## src/logic/perf_defines.svh

```systemverilog
// Widths, counts and register map of the performance-counter block, included by RTL and testbench
`ifndef PERF_DEFINES_SVH
`define PERF_DEFINES_SVH

// --------------------
// Sizes
// --------------------
`define PERF_DATA_W      32  // Bus and counter width
`define PERF_NUM_CNT     4
`define PERF_NUM_EVENTS  8
`define PERF_SEL_W       4
`define PERF_ADDR_W      6   // Byte address with the word index in bits 5..2

// --------------------
// Register word indices
// --------------------
`define PERF_REG_CNT0    0   // Counters 0..3
`define PERF_REG_SEL0    4   // Selectors 4..7
`define PERF_REG_THR0    8   // Thresholds 8..11
`define PERF_REG_MADDR   12
`define PERF_REG_CFG     13  // Sample mask in bits 3..0

// Address increment per stored sample word
`define PERF_STORE_STEP  4

`endif

```

## src/logic/perf_pkg.sv

```systemverilog
// Shared types of the performance-counter block; modules import them with perf_pkg::*
`include "perf_defines.svh"

package perf_pkg;

  // --------------------
  // Data words
  // --------------------
  typedef logic [`PERF_DATA_W-1:0] word_t;

  // All counters side by side, index 0 in the low word
  typedef logic [`PERF_NUM_CNT-1:0][`PERF_DATA_W-1:0] cnt_vec_t;

  // --------------------
  // Event selection
  // --------------------
  // 0 is no event, 1..8 pick strobe code-1, anything above is no event too
  typedef logic [`PERF_SEL_W-1:0] sel_t;

  typedef logic [`PERF_NUM_CNT-1:0][`PERF_SEL_W-1:0] sel_vec_t;

  // --------------------
  // Sampler
  // --------------------
  typedef enum logic {
    SMP_IDLE  = 1'b0,  // Comparing counters against thresholds
    SMP_STORE = 1'b1   // Writing PC and masked counters to memory
  } sample_state_e;

endpackage

```

## src/logic/perf_event_mux.sv

```systemverilog
// Per-counter event selection and event-PC capture, instantiated once inside perf_top
`timescale 1ns/1ps
`include "perf_defines.svh"

module perf_event_mux import perf_pkg::*; (
  input  logic                        clk_i,
  input  logic                        rst_ni,
  input  logic [`PERF_NUM_EVENTS-1:0] event_i,
  input  word_t                       pc_i,
  input  sel_vec_t                    sel_vec_i,
  output logic [`PERF_NUM_CNT-1:0]    hit_o,
  output cnt_vec_t                    event_pc_o   // Last event PC, one word per counter
);

  for (genvar k = 0; k < `PERF_NUM_CNT; k++) begin : g_cnt
    sel_t  sel;
    logic  hit;
    word_t pc_q;

    assign sel = sel_vec_i[k];

    // Code e+1 picks strobe e, all other codes leave hit low
    always_comb begin
      hit = 1'b0;
      for (int e = 0; e < `PERF_NUM_EVENTS; e++) begin
        if (sel == `PERF_SEL_W'(e + 1)) begin
          hit = event_i[e];
        end
      end
    end

    always_ff @(posedge clk_i or negedge rst_ni) begin
      if (!rst_ni) begin
        pc_q <= '0;
      end else if (hit) begin
        pc_q <= pc_i;  // PC of the instruction behind this event
      end
    end

    assign hit_o[k]      = hit;
    assign event_pc_o[k] = pc_q;
  end

endmodule

```

## src/logic/perf_counter_bank.sv

```systemverilog
// Bank of event counters with inhibit, debug freeze and software write, used inside perf_top
`timescale 1ns/1ps
`include "perf_defines.svh"

module perf_counter_bank import perf_pkg::*; (
  input  logic                     clk_i,
  input  logic                     rst_ni,
  input  logic [`PERF_NUM_CNT-1:0] hit_i,
  input  logic [`PERF_NUM_CNT-1:0] inhibit_i,
  input  logic                     debug_mode_i,
  input  logic                     hold_cnt_i,   // Register write in progress
  input  logic                     cnt_we_i,
  input  logic [1:0]               cnt_widx_i,
  input  word_t                    cnt_wdata_i,
  output cnt_vec_t                 cnt_vec_o
);

  cnt_vec_t                 cnt_q;
  logic [`PERF_NUM_CNT-1:0] cnt_en;

  // Counting pauses for the whole bank in debug mode and during writes
  always_comb begin
    for (int k = 0; k < `PERF_NUM_CNT; k++) begin
      cnt_en[k] = hit_i[k] && !inhibit_i[k] && !debug_mode_i && !hold_cnt_i;
    end
  end

  always_ff @(posedge clk_i or negedge rst_ni) begin
    if (!rst_ni) begin
      cnt_q <= '0;
    end else if (cnt_we_i) begin
      cnt_q[cnt_widx_i] <= cnt_wdata_i;  // Other counters frozen this cycle
    end else begin
      for (int k = 0; k < `PERF_NUM_CNT; k++) begin
        if (cnt_en[k]) begin
          cnt_q[k] <= cnt_q[k] + word_t'(1);  // Wraps at full width
        end
      end
    end
  end

  assign cnt_vec_o = cnt_q;

endmodule

```

## src/logic/perf_csr_regs.sv

```systemverilog
// Wishbone slave with the configuration registers of the counter block, instantiated by perf_top
`timescale 1ns/1ps
`include "perf_defines.svh"

module perf_csr_regs import perf_pkg::*; (
  input  logic                     clk_i,
  input  logic                     rst_ni,
  input  logic                     wbs_cyc_i,
  input  logic                     wbs_stb_i,
  input  logic                     wbs_we_i,
  input  logic [`PERF_ADDR_W-1:0]  wbs_adr_i,
  input  word_t                    wbs_dat_i,
  input  cnt_vec_t                 cnt_vec_i,
  output logic                     wbs_ack_o,
  output word_t                    wbs_dat_o,
  output sel_vec_t                 sel_vec_o,
  output cnt_vec_t                 thr_vec_o,
  output word_t                    maddr_o,
  output logic [`PERF_NUM_CNT-1:0] sample_mask_o,
  output logic                     cnt_we_o,
  output logic [1:0]               cnt_widx_o,
  output word_t                    cnt_wdata_o,
  output logic                     hold_cnt_o
);

  localparam int unsigned IdxW = `PERF_ADDR_W - 2;

  logic [IdxW-1:0]          word_idx;
  logic [1:0]               sub_idx;   // Bank bases are multiples of 4
  logic                     req;
  logic                     wr_en;
  logic                     hit_cnt;
  logic                     hit_sel;
  logic                     hit_thr;
  logic                     ack_q;
  word_t                    rdata;
  word_t                    rdata_q;
  sel_vec_t                 sel_q;
  cnt_vec_t                 thr_q;
  word_t                    maddr_q;
  logic [`PERF_NUM_CNT-1:0] mask_q;

  function automatic logic in_bank(input logic [IdxW-1:0] idx, input int unsigned base);
    return (32'(idx) >= base) && (32'(idx) < base + `PERF_NUM_CNT);
  endfunction

  // --------------------
  // Decode
  // --------------------
  assign word_idx = wbs_adr_i[`PERF_ADDR_W-1:2];
  assign sub_idx  = word_idx[1:0];
  assign req      = wbs_cyc_i && wbs_stb_i;
  assign wr_en    = req && wbs_we_i && ack_q;  // Writes land on the ack edge
  assign hit_cnt  = in_bank(word_idx, `PERF_REG_CNT0);
  assign hit_sel  = in_bank(word_idx, `PERF_REG_SEL0);
  assign hit_thr  = in_bank(word_idx, `PERF_REG_THR0);

  always_comb begin
    rdata = '0;  // Unmapped words read zero
    if (hit_cnt) begin
      rdata = cnt_vec_i[sub_idx];
    end else if (hit_sel) begin
      rdata = word_t'(sel_q[sub_idx]);
    end else if (hit_thr) begin
      rdata = thr_q[sub_idx];
    end else if (word_idx == IdxW'(`PERF_REG_MADDR)) begin
      rdata = maddr_q;
    end else if (word_idx == IdxW'(`PERF_REG_CFG)) begin
      rdata = word_t'(mask_q);
    end
  end

  // --------------------
  // Ack and registers
  // --------------------
  always_ff @(posedge clk_i or negedge rst_ni) begin
    if (!rst_ni) begin
      ack_q   <= 1'b0;
      rdata_q <= '0;
      sel_q   <= '0;
      thr_q   <= '0;
      maddr_q <= '0;
      mask_q  <= '0;
    end else begin
      ack_q <= req && !ack_q;  // One-cycle ack per access
      if (req && !ack_q) begin
        rdata_q <= rdata;
      end
      if (wr_en) begin
        if (hit_sel) sel_q[sub_idx] <= wbs_dat_i[`PERF_SEL_W-1:0];
        if (hit_thr) thr_q[sub_idx] <= wbs_dat_i;
        if (word_idx == IdxW'(`PERF_REG_MADDR)) maddr_q <= wbs_dat_i;
        if (word_idx == IdxW'(`PERF_REG_CFG)) mask_q <= wbs_dat_i[`PERF_NUM_CNT-1:0];
      end
    end
  end

  assign wbs_ack_o     = ack_q;
  assign wbs_dat_o     = rdata_q;
  assign sel_vec_o     = sel_q;
  assign thr_vec_o     = thr_q;
  assign maddr_o       = maddr_q;
  assign sample_mask_o = mask_q;

  // Counter writes go to the bank, which owns the counters
  assign cnt_we_o    = wr_en && hit_cnt;
  assign cnt_widx_o  = sub_idx;
  assign cnt_wdata_o = wbs_dat_i;
  assign hold_cnt_o  = req && wbs_we_i;

endmodule

```

## src/logic/perf_sample_fsm.sv

```systemverilog
// Threshold comparison and sequencing of event-based sample stores, used inside perf_top
`timescale 1ns/1ps
`include "perf_defines.svh"

module perf_sample_fsm import perf_pkg::*; (
  input  logic                     clk_i,
  input  logic                     rst_ni,
  input  cnt_vec_t                 cnt_vec_i,
  input  cnt_vec_t                 thr_vec_i,
  input  logic [`PERF_NUM_CNT-1:0] sample_mask_i,
  input  logic                     store_done_i,
  output logic                     capture_o,
  output logic [1:0]               trig_idx_o,
  output logic                     store_req_o,
  output logic [2:0]               store_idx_o,  // 0 is the PC, 1..4 the counters
  output sample_state_e            state_o
);

  sample_state_e state_q;
  logic [2:0]    idx_q;
  cnt_vec_t      off_q;      // Counter value at the last trigger
  logic          trig;
  logic [1:0]    trig_idx;
  logic [1:0]    mask_sel;
  logic          step;

  // Later counters override earlier ones, so the highest index wins
  always_comb begin
    trig     = 1'b0;
    trig_idx = '0;
    for (int k = 0; k < `PERF_NUM_CNT; k++) begin
      if ((thr_vec_i[k] != '0) &&
          ({1'b0, cnt_vec_i[k]} >= {1'b0, thr_vec_i[k]} + {1'b0, off_q[k]})) begin
        trig     = 1'b1;
        trig_idx = 2'(k);
      end
    end
  end

  assign capture_o  = (state_q == SMP_IDLE) && trig;
  assign trig_idx_o = trig_idx;

  // --------------------
  // Store sequence
  // --------------------
  assign mask_sel    = idx_q[1:0] - 2'd1;
  assign store_req_o = (state_q == SMP_STORE) && ((idx_q == 3'd0) || sample_mask_i[mask_sel]);
  assign step        = (state_q == SMP_STORE) && (!store_req_o || store_done_i);  // Skip or ack

  always_ff @(posedge clk_i or negedge rst_ni) begin
    if (!rst_ni) begin
      state_q <= SMP_IDLE;
      idx_q   <= '0;
      off_q   <= '0;
    end else if (capture_o) begin
      off_q[trig_idx] <= cnt_vec_i[trig_idx];
      state_q         <= SMP_STORE;
      idx_q           <= '0;
    end else if (step) begin
      if (idx_q == 3'(`PERF_NUM_CNT)) begin
        state_q <= SMP_IDLE;
        idx_q   <= '0;
      end else begin
        idx_q <= idx_q + 3'd1;
      end
    end
  end

  assign store_idx_o = idx_q;
  assign state_o     = state_q;

endmodule

```

## src/logic/perf_sample_store.sv

```systemverilog
// Sample snapshot registers and the Wishbone store master, driven by perf_sample_fsm in perf_top
`timescale 1ns/1ps
`include "perf_defines.svh"

module perf_sample_store import perf_pkg::*; (
  input  logic          clk_i,
  input  logic          rst_ni,
  input  logic          capture_i,
  input  logic [1:0]    trig_idx_i,
  input  cnt_vec_t      cnt_vec_i,
  input  cnt_vec_t      event_pc_i,
  input  word_t         maddr_i,
  input  logic          store_req_i,
  input  logic [2:0]    store_idx_i,
  input  sample_state_e state_i,
  input  logic          wbm_ack_i,
  output logic          wbm_cyc_o,
  output logic          wbm_stb_o,
  output logic          wbm_we_o,
  output word_t         wbm_adr_o,
  output word_t         wbm_dat_o,
  output logic          store_done_o
);

  word_t      snap_pc_q;
  cnt_vec_t   snap_cnt_q;
  word_t      store_off_q;  // Keeps growing across samples
  logic [1:0] cnt_sel;
  logic       active;

  // --------------------
  // Snapshot
  // --------------------
  always_ff @(posedge clk_i or negedge rst_ni) begin
    if (!rst_ni) begin
      snap_pc_q  <= '0;
      snap_cnt_q <= '0;
    end else if (capture_i) begin
      snap_cnt_q <= cnt_vec_i;
      snap_pc_q  <= event_pc_i[trig_idx_i];  // PC of the triggering counter's event
    end
  end

  // --------------------
  // Wishbone master
  // --------------------
  // Index and offset only move on ack, so the bus stays stable while waiting
  assign active  = (state_i == SMP_STORE) && store_req_i;
  assign cnt_sel = store_idx_i[1:0] - 2'd1;

  assign wbm_cyc_o = active;
  assign wbm_stb_o = active;
  assign wbm_we_o  = active;  // Write-only master
  assign wbm_adr_o = maddr_i + store_off_q;

  always_comb begin
    wbm_dat_o = '0;
    if (active) begin
      wbm_dat_o = (store_idx_i == 3'd0) ? snap_pc_q : snap_cnt_q[cnt_sel];
    end
  end

  assign store_done_o = active && wbm_ack_i;

  always_ff @(posedge clk_i or negedge rst_ni) begin
    if (!rst_ni) begin
      store_off_q <= '0;
    end else if (store_done_o) begin
      store_off_q <= store_off_q + word_t'(`PERF_STORE_STEP);
    end
  end

endmodule

```

## src/logic/perf_top.sv

```systemverilog
// Top level of the performance-counter block, instantiated by the core or a testbench as the DUT
`timescale 1ns/1ps
`include "perf_defines.svh"

module perf_top import perf_pkg::*; (
  input  logic                        clk_i,
  input  logic                        rst_ni,
  // Wishbone slave, register access
  input  logic                        wbs_cyc_i,
  input  logic                        wbs_stb_i,
  input  logic                        wbs_we_i,
  input  logic [`PERF_ADDR_W-1:0]     wbs_adr_i,
  input  word_t                       wbs_dat_i,
  output logic                        wbs_ack_o,
  output word_t                       wbs_dat_o,
  // Wishbone master, sample stores
  output logic                        wbm_cyc_o,
  output logic                        wbm_stb_o,
  output logic                        wbm_we_o,
  output word_t                       wbm_adr_o,
  output word_t                       wbm_dat_o,
  input  logic                        wbm_ack_i,
  // From the core
  input  logic [`PERF_NUM_EVENTS-1:0] event_i,
  input  word_t                       pc_i,
  input  logic [`PERF_NUM_CNT-1:0]    inhibit_i,
  input  logic                        debug_mode_i
);

  // --------------------
  // Configuration
  // --------------------
  sel_vec_t                  sel_vec;
  cnt_vec_t                  thr_vec;
  word_t                     maddr;
  logic [`PERF_NUM_CNT-1:0]  sample_mask;
  logic                      cnt_we;
  logic [1:0]                cnt_widx;
  word_t                     cnt_wdata;
  logic                      hold_cnt;

  // --------------------
  // Counting and sampling
  // --------------------
  logic [`PERF_NUM_CNT-1:0]  hit;
  cnt_vec_t                  event_pc;
  cnt_vec_t                  cnt_vec;
  logic                      capture;
  logic [1:0]                trig_idx;
  logic                      store_req;
  logic [2:0]                store_idx;
  sample_state_e             state;
  logic                      store_done;

  perf_csr_regs i_csr_regs (
    .clk_i, .rst_ni,
    .wbs_cyc_i, .wbs_stb_i, .wbs_we_i, .wbs_adr_i, .wbs_dat_i,
    .cnt_vec_i     (cnt_vec),
    .wbs_ack_o, .wbs_dat_o,
    .sel_vec_o     (sel_vec),
    .thr_vec_o     (thr_vec),
    .maddr_o       (maddr),
    .sample_mask_o (sample_mask),
    .cnt_we_o      (cnt_we),
    .cnt_widx_o    (cnt_widx),
    .cnt_wdata_o   (cnt_wdata),
    .hold_cnt_o    (hold_cnt)
  );

  perf_event_mux i_event_mux (
    .clk_i, .rst_ni, .event_i, .pc_i,
    .sel_vec_i  (sel_vec),
    .hit_o      (hit),
    .event_pc_o (event_pc)
  );

  perf_counter_bank i_counter_bank (
    .clk_i, .rst_ni,
    .hit_i       (hit),
    .inhibit_i, .debug_mode_i,
    .hold_cnt_i  (hold_cnt),
    .cnt_we_i    (cnt_we),
    .cnt_widx_i  (cnt_widx),
    .cnt_wdata_i (cnt_wdata),
    .cnt_vec_o   (cnt_vec)
  );

  perf_sample_fsm i_sample_fsm (
    .clk_i, .rst_ni,
    .cnt_vec_i     (cnt_vec),
    .thr_vec_i     (thr_vec),
    .sample_mask_i (sample_mask),
    .store_done_i  (store_done),
    .capture_o     (capture),
    .trig_idx_o    (trig_idx),
    .store_req_o   (store_req),
    .store_idx_o   (store_idx),
    .state_o       (state)
  );

  perf_sample_store i_sample_store (
    .clk_i, .rst_ni,
    .capture_i    (capture),
    .trig_idx_i   (trig_idx),
    .cnt_vec_i    (cnt_vec),
    .event_pc_i   (event_pc),
    .maddr_i      (maddr),
    .store_req_i  (store_req),
    .store_idx_i  (store_idx),
    .state_i      (state),
    .wbm_ack_i,
    .wbm_cyc_o, .wbm_stb_o, .wbm_we_o, .wbm_adr_o, .wbm_dat_o,
    .store_done_o (store_done)
  );

endmodule

```

## config.mk

```make
export PLATFORM = sky130hd
export DESIGN_NAME = perf_top
export DESIGN_NICKNAME = d
export VERILOG_FILES = /design/src/logic/perf_pkg.sv /design/src/logic/perf_event_mux.sv /design/src/logic/perf_counter_bank.sv /design/src/logic/perf_csr_regs.sv /design/src/logic/perf_sample_fsm.sv /design/src/logic/perf_sample_store.sv /design/src/logic/perf_top.sv
export VERILOG_INCLUDE_DIRS = /design/src /design/src/logic
export SDC_FILE = /design/constraint.sdc
export NUM_CORES = 2
export LEC_CHECK = 0
export BUFFER_PORTS_ARGS = -buffer_cell sky130_fd_sc_hd__buf_2
export CAP_MARGIN = 20
export CORE_ASPECT_RATIO = 0.6
export CORE_MARGIN = 5
export CORE_UTILIZATION = 59
export DETAILED_ROUTE_END_ITERATION = 10
export GPL_TIMING_DRIVEN = 1
export HOLD_SLACK_MARGIN = 0.12
export PLACE_DENSITY = 0.77
export SYNTH_ARGS = -nofsm -noshare
export SYNTH_HDL_FRONTEND = slang
export SYNTH_SLANG_ARGS = --single-unit
```

## constraint.sdc

```tcl
create_clock -name clk_i -period 11.4 [get_ports clk_i]
set_input_delay 0.57 -clock clk_i [delete_from_list [all_inputs] [get_ports clk_i]]
set_output_delay 0.57 -clock clk_i [all_outputs]
set_load 0.02 [all_outputs]
```

* After elaboration in Yosys (flattened, before gate mapping)
Index checks and enable logic that the tools add are counted.
** Storage, ports and cells
- Register bits :: 793
- Input port bits :: 89
- Output and inout bits :: 100
- Logic and storage cells :: 231
** Cells by class
- Add/sub/neg operators :: 12
- Order comparisons :: 14
- Equal/unequal tests :: 35
- Mux-type cells :: 81
- Bitwise operators :: 1
- Reduce and logical (&&, ||, !) cells :: 56
** Operator list (count)
- two-way mux 32 bit :: 17
- bitwise mux 128 bit :: 3
- binary-select mux 32 bit (select 2 bit) :: 5
- adder 32 x 32 -> 33 bit :: 4
- greater-or-equal comparator 32 x 33 -> 1 bit :: 4
- adder 32 x 1 -> 32 bit, second input constant :: 4
- demux 32 bit (select 2 bit) :: 2
- two-way mux 128 bit :: 1
- nonzero test 32 bit :: 4
- equality test 4 x 3 -> 1 bit, second input constant :: 16
- two-way mux 1 bit :: 41
- adder 32 x 3 -> 32 bit, second input constant :: 1
- adder 32 bit :: 1
- equality test 4 x 2 -> 1 bit, second input constant :: 8
- logical AND 1 bit :: 30
- equality test 4 bit, second input constant :: 6
- bitwise mux 16 bit :: 1
- equality test 4 x 1 -> 1 bit, second input constant :: 4
- two-way mux 4 bit :: 3
- nonzero test 2 bit :: 6
- AND reduction 2 bit :: 5
- less-than comparator 2 x 3 -> 1 bit, second input constant :: 3
- two-way mux 3 bit :: 3
- binary-select mux 4 bit (select 2 bit) :: 1
- 15 further kinds :: 26

* Longest topological paths before layout
- Depth after elaboration :: 14
- Gate-level depth with buffers :: 27
- Gate-level depth less buffers :: 24

* Hierarchy
A second synthesis with hierarchy kept.
** Unflattened totals
- Cells, all modules :: 4417
- Area total of the unflattened synthesis :: 48954.5 um^2
** By module, submodules not included
- perf_sample_fsm :: instances 1, cells an instance 1592, area each 14473.9 um^2, seq. area each 3303.2 um^2
- perf_sample_store :: instances 1, cells an instance 865, area each 10771.6 um^2, seq. area each 4754.6 um^2
- perf_csr_regs :: instances 1, cells an instance 717, area each 10522.6 um^2, seq. area each 5330.1 um^2
- perf_counter_bank :: instances 1, cells an instance 923, area each 7873.8 um^2, seq. area each 3203.1 um^2
- perf_event_mux :: instances 1, cells an instance 320, area each 5312.6 um^2, seq. area each 3203.1 um^2

* Worst setup path after synthesis
No wires, ideal clock.
- Path kind :: reg-to-reg
- From :: register i_csr_regs.thr_q (netlist bit i_csr_regs.thr_vec_o[96])
- To :: register i_sample_fsm.off_q[87] in the netlist's numbering
- Setup time :: 125 ps
- Arrival time :: 5694 ps
- Required time :: 11275 ps
- Path slack :: 5582 ps
- Stages on the path, launching flop included :: 24
- Path through :: dfrtp_1 > ha_1 > fa_1 > a211o_1 > a211oi_2 > o2bb2ai_2 > o311ai_2 > o31ai_4 > a31oi_4 > o21ai_0 > a21oi_1 > mux2_2 > a2111oi_0 > ha_1 > a211o_1 > a21oi_1 > o211ai_1 > o21ai_0 > a221oi_1 > o21a_1 > buf_2 > nor3_2 > buf_2 > mux2_2
** On the way
- Word-level cells in the longest chain between the ends :: 9
- Elaborated cells on any way between the ends :: 15
** Ends and longest elaborated chain
- start, declared :: RTL line perf_csr_regs.sv:39 : cnt_vec_t thr_q;
- start signal, assigned by index :: RTL line perf_csr_regs.sv:91 : if (hit_thr) thr_q[sub_idx] <= wbs_dat_i;
- adder 32 x 32 -> 33 bit :: RTL line perf_sample_fsm.sv:33 : ({1'b0, cnt_vec_i[k]} >= {1'b0, thr_vec_i[k]} + {1'b0, off_q[k]})) begin
- greater-or-equal comparator 32 x 33 -> 1 bit :: RTL line perf_sample_fsm.sv:33
- logical AND 1 bit (*) :: RTL line perf_sample_fsm.sv:32 : if ((thr_vec_i[k] != '0) &&
- two-way mux 2 bit :: RTL line perf_sample_fsm.sv:32
- less-than comparator 2 x 3 -> 1 bit (implied by the code) / greater-or-equal comparator 2 x 1 -> 1 bit (equally long branches) :: RTL line perf_sample_fsm.sv:56 : off_q[trig_idx] <= cnt_vec_i[trig_idx];
- logical AND 1 bit (implied by the code) :: RTL line perf_sample_fsm.sv:56
- two-way mux 32 bit (implied by the code) :: RTL line perf_sample_fsm.sv:56
- demux 32 bit (select 2 bit)
- bitwise mux 128 bit :: RTL line perf_sample_fsm.sv:56
- end signal, assigned by index :: RTL line perf_sample_fsm.sv:56
- end, declared :: RTL line perf_sample_fsm.sv:21 : cnt_vec_t off_q;
Mark *: on every way between the ends. The rest lies on a longest branch, timed or not. The select of a mux whose other input is x is not followed.
A chain may end at the register's enable or synchronous reset.

* Worst setup path after layout
- From :: register i_csr_regs.thr_q (netlist bit i_csr_regs.thr_vec_o[65])
- To :: register i_sample_store.snap_cnt_q[24] in the netlist's numbering
** On the way
- Word-level cells in the longest chain between the ends :: 6
- Elaborated cells on any way between the ends :: 7
** Ends and longest elaborated chain
- adder 32 x 32 -> 33 bit :: RTL line perf_sample_fsm.sv:33
- greater-or-equal comparator 32 x 33 -> 1 bit :: RTL line perf_sample_fsm.sv:33
- logical AND 1 bit (*) :: RTL line perf_sample_fsm.sv:32
- two-way mux 1 bit (*) (2 in a row) :: RTL line perf_sample_fsm.sv:32
- logical AND 1 bit (*) :: RTL line perf_sample_fsm.sv:40 : assign capture_o = (state_q == SMP_IDLE) && trig;
- end signal, assigned :: RTL line perf_sample_store.sv:39 : snap_cnt_q <= cnt_vec_i;
- end, declared :: RTL line perf_sample_store.sv:26 : cnt_vec_t snap_cnt_q;
Mark *: on every way between the ends. The rest lies on a longest branch, timed or not.

==> impl_metrics.json <==
{
  "drt.antenna.violating_nets": 0,
  "fin_nets": 5071,
  "syn_inst": 4599,
  "post_cts_buffers": 0,
  "clk_skew_ns": 0.03375,
  "finalHoldViolCount": 0,
  "synth-xor-area-share_pct": 3.811,
  "cts_sinks": 791,
  "die_height_um": 233.1,
  "wl_per_cell_um": 27.87,
  "detail_route.vias_per_cell": 6.849,
  "r2r.worst_path.cells": 23,
  "async_reset_ff_share_pct": 100.0,
  "setup_ws_ns": 2.210,
  "synth_sequential_area_ratio_pct": 40.43,
  "critical_path.max_fanout": 66,
  "power_mw": 10.84,
  "worst_slew_margin_relative_to_its_limit_pct": 6.064,
  "outcome": "completed",
  "critPathCaptureType": "flop",
  "fp-row-count": 81,
  "timing.max_cap.violations": 0,
  "clock_slew_at_the_register_clock_pins_of_the_worst_setup_and_hold_paths_ns": 0.07,
  "max-clock-path-buffers": 3,
  "yosys.area_share.simple_pct": 11.07,
  "floorplan.initialDensity_pct": 59.78,
  "endpoint_of_the_worst_hold_path": "i_event_mux.g_cnt[2].pc_q[8]",
  "crit_required_ns": 11.95,
  "dr.first_iter.drc_count": 5378,
  "route.final.wire_length_um": 162500,
  "dominant_combinational_cell_family_by_area_after_synthesis": "multiplexers",
  "yosysUniqueCellTypes": 92,
  "gr-max-usage-layer": "met1",
  "grt_max_degree": 167,
  "fin_util_pct": 65.54,
  "period_minus_slack_ns": 9.190,
  "met1_usage_pct": 50.59,
  "synth_edf_count": 0,
  "placement.setup.worst_slack_ns": 2.733,
  "gp_weighted_congestion": 1.052,
  "io_pins": 189,
  "p_per_area_nw_per_um2": 201.9,
  "tritoncts_clock_tree": "done",
  "synth_nets": 4985,
  "vias": 39930,
  "globalRouteOverflowTotal": 0,
  "post_route_drc_violation_count": 0,
  "timing.hold.worst.class": "input pin to flop",
  "grt.met2_usage_pct": 49.30,
  "worst_setup_path_startpoint": "i_csr_regs.thr_vec_o[65]",
  "die_x_um": 381.9,
  "design.core.area_um2": 81890,
  "place_inst": 5661,
  "worst-endpoint-arrival_ns": 9.74,
  "crit-reg2reg-capture": "i_sample_store.snap_cnt_q[24]",
  "synth-compound-area-share_pct": 14.38,
  "use_met3_pct": 14.85,
  "finalSetupTns_ns": 0,
  "timing.setup.critical_path_class": "flop to flop",
  "worst_ir_drop_vdd_v": 0.0001761,
  "final_layout_size_suffix_gt1_share_pct": 23.34,
  "final-setup-viol-count": 0,
  "worst_pin_slew_ns": 1.409,
  "tritoncts.num_buffers": 77,
  "syn_area_um2": 48960,
  "worst_skew_pair.late_latency_ns": 0.69,
  "gr-usage-all-layers_pct": 35.73,
  "vias_in_the_first_global_route": 38000,
  "grt_pass1_wl_um": 241800,
  "syn_to_final_growth_pct": 9.622,
  "ctsRootBufferMaster": "clkbuf_16",
  "dominantRegCellSynth": "dfrtp_1",
  "synth_mux_area_share_pct": 19.51,
  "crit-reg2reg-launch": "i_csr_regs.thr_vec_o[65]",
  "dieArea_um2": 89030,
  "timing.fmax_mhz": 108.8,
  "detailed_place_hpwl_um": 118000,
  "postSynthRegisterBits": 791,
  "reg2reg_setup_slack_ns": 2.21,
  "synth.yosys.warnings": 0,
  "hold_start": "pc_i[8]",
  "p_leak_nw": 25.72,
  "buffer_ports.inserted": 186,
  "layout_worst_path_cycle_share_pct": 80.61,
  "worstHoldPathCells": 3,
  "finalMaxSlewViolations": 0,
  "adder_and_majority_cell_fraction_of_the_synthesized_area_pct": 7.667,
  "detailedRoute.firstPassIterationCount": 6,
  "final_cell_count_no_fill": 5829,
  "h_tree_lvl_count": 3,
  "antenna_violations_before_repair": 7,
  "critPathLaunchType": "flop",
  "synth_area_per_cell_um2": 10.65,
  "grt_setup_unrepaired": "no"
}
==> layer usage <==
metal | up-vias | share of wire (%)
met1 | 19680 | 41
met4 | 4 | 4.4
met3 | 468 | 14
met5 | - | 0.018
li1 | 17250 | -
met2 | 2519 | 40
==> cell families (layout without fill, tap and decap cells) <==
logic type | after synthesis | count (layout)
other cells | 0 | 3
simple gates | 1146 | 1146
xor+xnor | 213 | 213
compound gates | 1084 | 1084
fa+ha+maj | 297 | 297
buf+inv | 363 | 511
flops | 791 | 791
mux | 705 | 705
==> worst max path at each step <==
| stage | cells after the start | end | slack (ns) |
|---|---|---|---|
| floorplan | 23 | i_sample_fsm.off_q[87] | 5.58 |
| global placement | 25 | i_sample_store.snap_cnt_q[5] | 2.94 |
| detailed placement | 25 | i_sample_store.snap_pc_q[3] | 2.73 |
| CTS | 23 | i_sample_store.snap_cnt_q[4] | 2.67 |
| global route | 23 | i_sample_store.snap_cnt_q[24] | 1.99 |
| finish | 23 | i_sample_store.snap_cnt_q[24] | 2.21 |
==> per-stage QoR <==
step           hold WS [ns]  cell area (µm²)
6_report             0.1605            53670
5_1_grt              0.1471            53660
4_1_cts              0.1225            53540
3_5_place_dp         0.4651            50770
3_3_place_gp         0.4594            50770
2_1_floorplan        0.2744            48960
==> synthesized netlist by cell type, types with 8 or more instances <==
master       n  share of area (%)
mux2_2     431                9.9
mux4_2     105                4.8
and3_1      54               0.69
dfrtp_1    791                 40
buf_1       49               0.38
o31ai_1     14               0.21
nor3b_1      9               0.14
o21ai_0    293                3.0
nor3_1      85               0.87
nand3_1    115                1.2
o2bb2ai_1   29               0.52
a211oi_1    20               0.31
and2_1      31               0.40
a221o_1     58                1.2
inv_1      105               0.81
buf_6       14               0.32
or3_1       11               0.14
nor2_1     231                1.8
a21o_1     117                1.8
a31oi_1     98                1.3
xor2_1     110                2.0
o21bai_1    21               0.32
o21a_1      31               0.48
buf_4        8               0.12
mux2i_1     41               0.84
mux2_4     128                3.9
nand4_1     68               0.87
buf_2       28               0.29
nand2_1    404                3.1
ha_1       292                7.5
a22oi_1     11               0.17
a31o_2      12               0.21
a21oi_1    244                2.5
nor2b_1     21               0.27
a211o_1     12               0.21
nor4_1      45               0.58
xnor2_1    103                1.8
clkbuf_1   158                1.2
nand2b_1    27               0.35
and4_1      10               0.18
o211ai_1    30               0.46
==> critical path, stage by stage, from the launching register on <==
cell and delay [ns]:
dfrtp_1 0.41, ha_1 0.32, a211oi_1 0.31, o21ai_0 0.24
a2111oi_0 0.72, o31ai_1 0.34, nand2b_1 0.22, o21ai_0 0.25
o41a_1 0.47, a21o_1 0.20, ha_1 0.31, nand4_1 0.19
nor4_1 0.57, nor3b_2 0.52, nand3b_1 0.30, a2111oi_0 0.83
o21ai_4 0.06, buf_4 0.41, or2_2 0.57, nand3_2 0.24
o21bai_4 0.07, buf_4 0.39, buf_4 0.52, mux2_4 0.41
==> power breakdown <==
part | total (mW) | switching (mW) | internal [mW] | leakage, nW
registers | 3.71 | 0.405 | 3.30 | 10.5
clock network | 2.71 | 1.20 | 1.51 | 1.28
logic | 4.42 | 2.78 | 1.64 | 14.0
total | 10.8 | 4.39 | 6.45 | 25.7
==> registers in the layout, indices dropped and copies added, names as in the netlist <==
signal	flops
i_counter_bank.cnt_vec_o	128
i_csr_regs.maddr_o	32
i_csr_regs.sample_mask_o	4
i_csr_regs.sel_vec_o	16
i_csr_regs.thr_vec_o	128
i_csr_regs.wbs_ack_o	1
i_csr_regs.wbs_dat_o	32
i_event_mux.g_cnt.pc_q	128
i_sample_fsm.off_q	128
i_sample_fsm.state_o	1
i_sample_fsm.store_idx_o	3
i_sample_store.snap_cnt_q	128
i_sample_store.snap_pc_q	32
i_sample_store.store_off_q	30
==> layout by cell type, fill, tap and decap left out, types with 14 or more instances in the layout <==
cell type      Yosys  routed
a211oi_1          20      20
a21o_1           117     117
a21oi_1          244     242
a221o_1           58      58
a31oi_1           98      98
and2_1            31      30
and3_1            54      53
buf_2             28     184
buf_4              8      54
clkbuf_16          0      77
clkbuf_8           0      17
clkinv_2           0      14
dfrtp_1          791     790
dlygate4sd3_1      0      15
ha_1             292     292
inv_1            105     105
mux2_2           431     431
mux2_4           128     128
mux2i_1           41      41
mux4_2           105     105
nand2_1          404     403
nand2b_1          27      27
nand3_1          115     115
nand4_1           68      68
nor2_1           231     221
nor2b_1           21      20
nor3_1            85      82
nor4_1            45      45
o211ai_1          30      30
o21a_1            31      31
o21ai_0          293     291
o21bai_1          21      21
o2bb2ai_1         29      29
xnor2_1          103     103
xor2_1           110     110
==> final cells by class <==
type | count | area [µm²]
Fill cell | 6312 | 28220
Multi-Input combinational cell | 3445 | 27840
Sequential cell | 791 | 19800
Clock buffer | 105 | 2202
Timing Repair Buffer | 264 | 1658
Tap cell | 1079 | 1350
Clock inverter | 36 | 420.4
Inverter | 106 | 397.9
Antenna cell | 3 | 7.507
==> what timing repair did <==
action | in CTS | in global routing
resized for setup | 0 | 0
setup endpoints to repair | 0 | 0
hold buffers | 15 | 0
endpoints found under the hold margin | 126 | 0
Power figures use the tool's default switching activity.
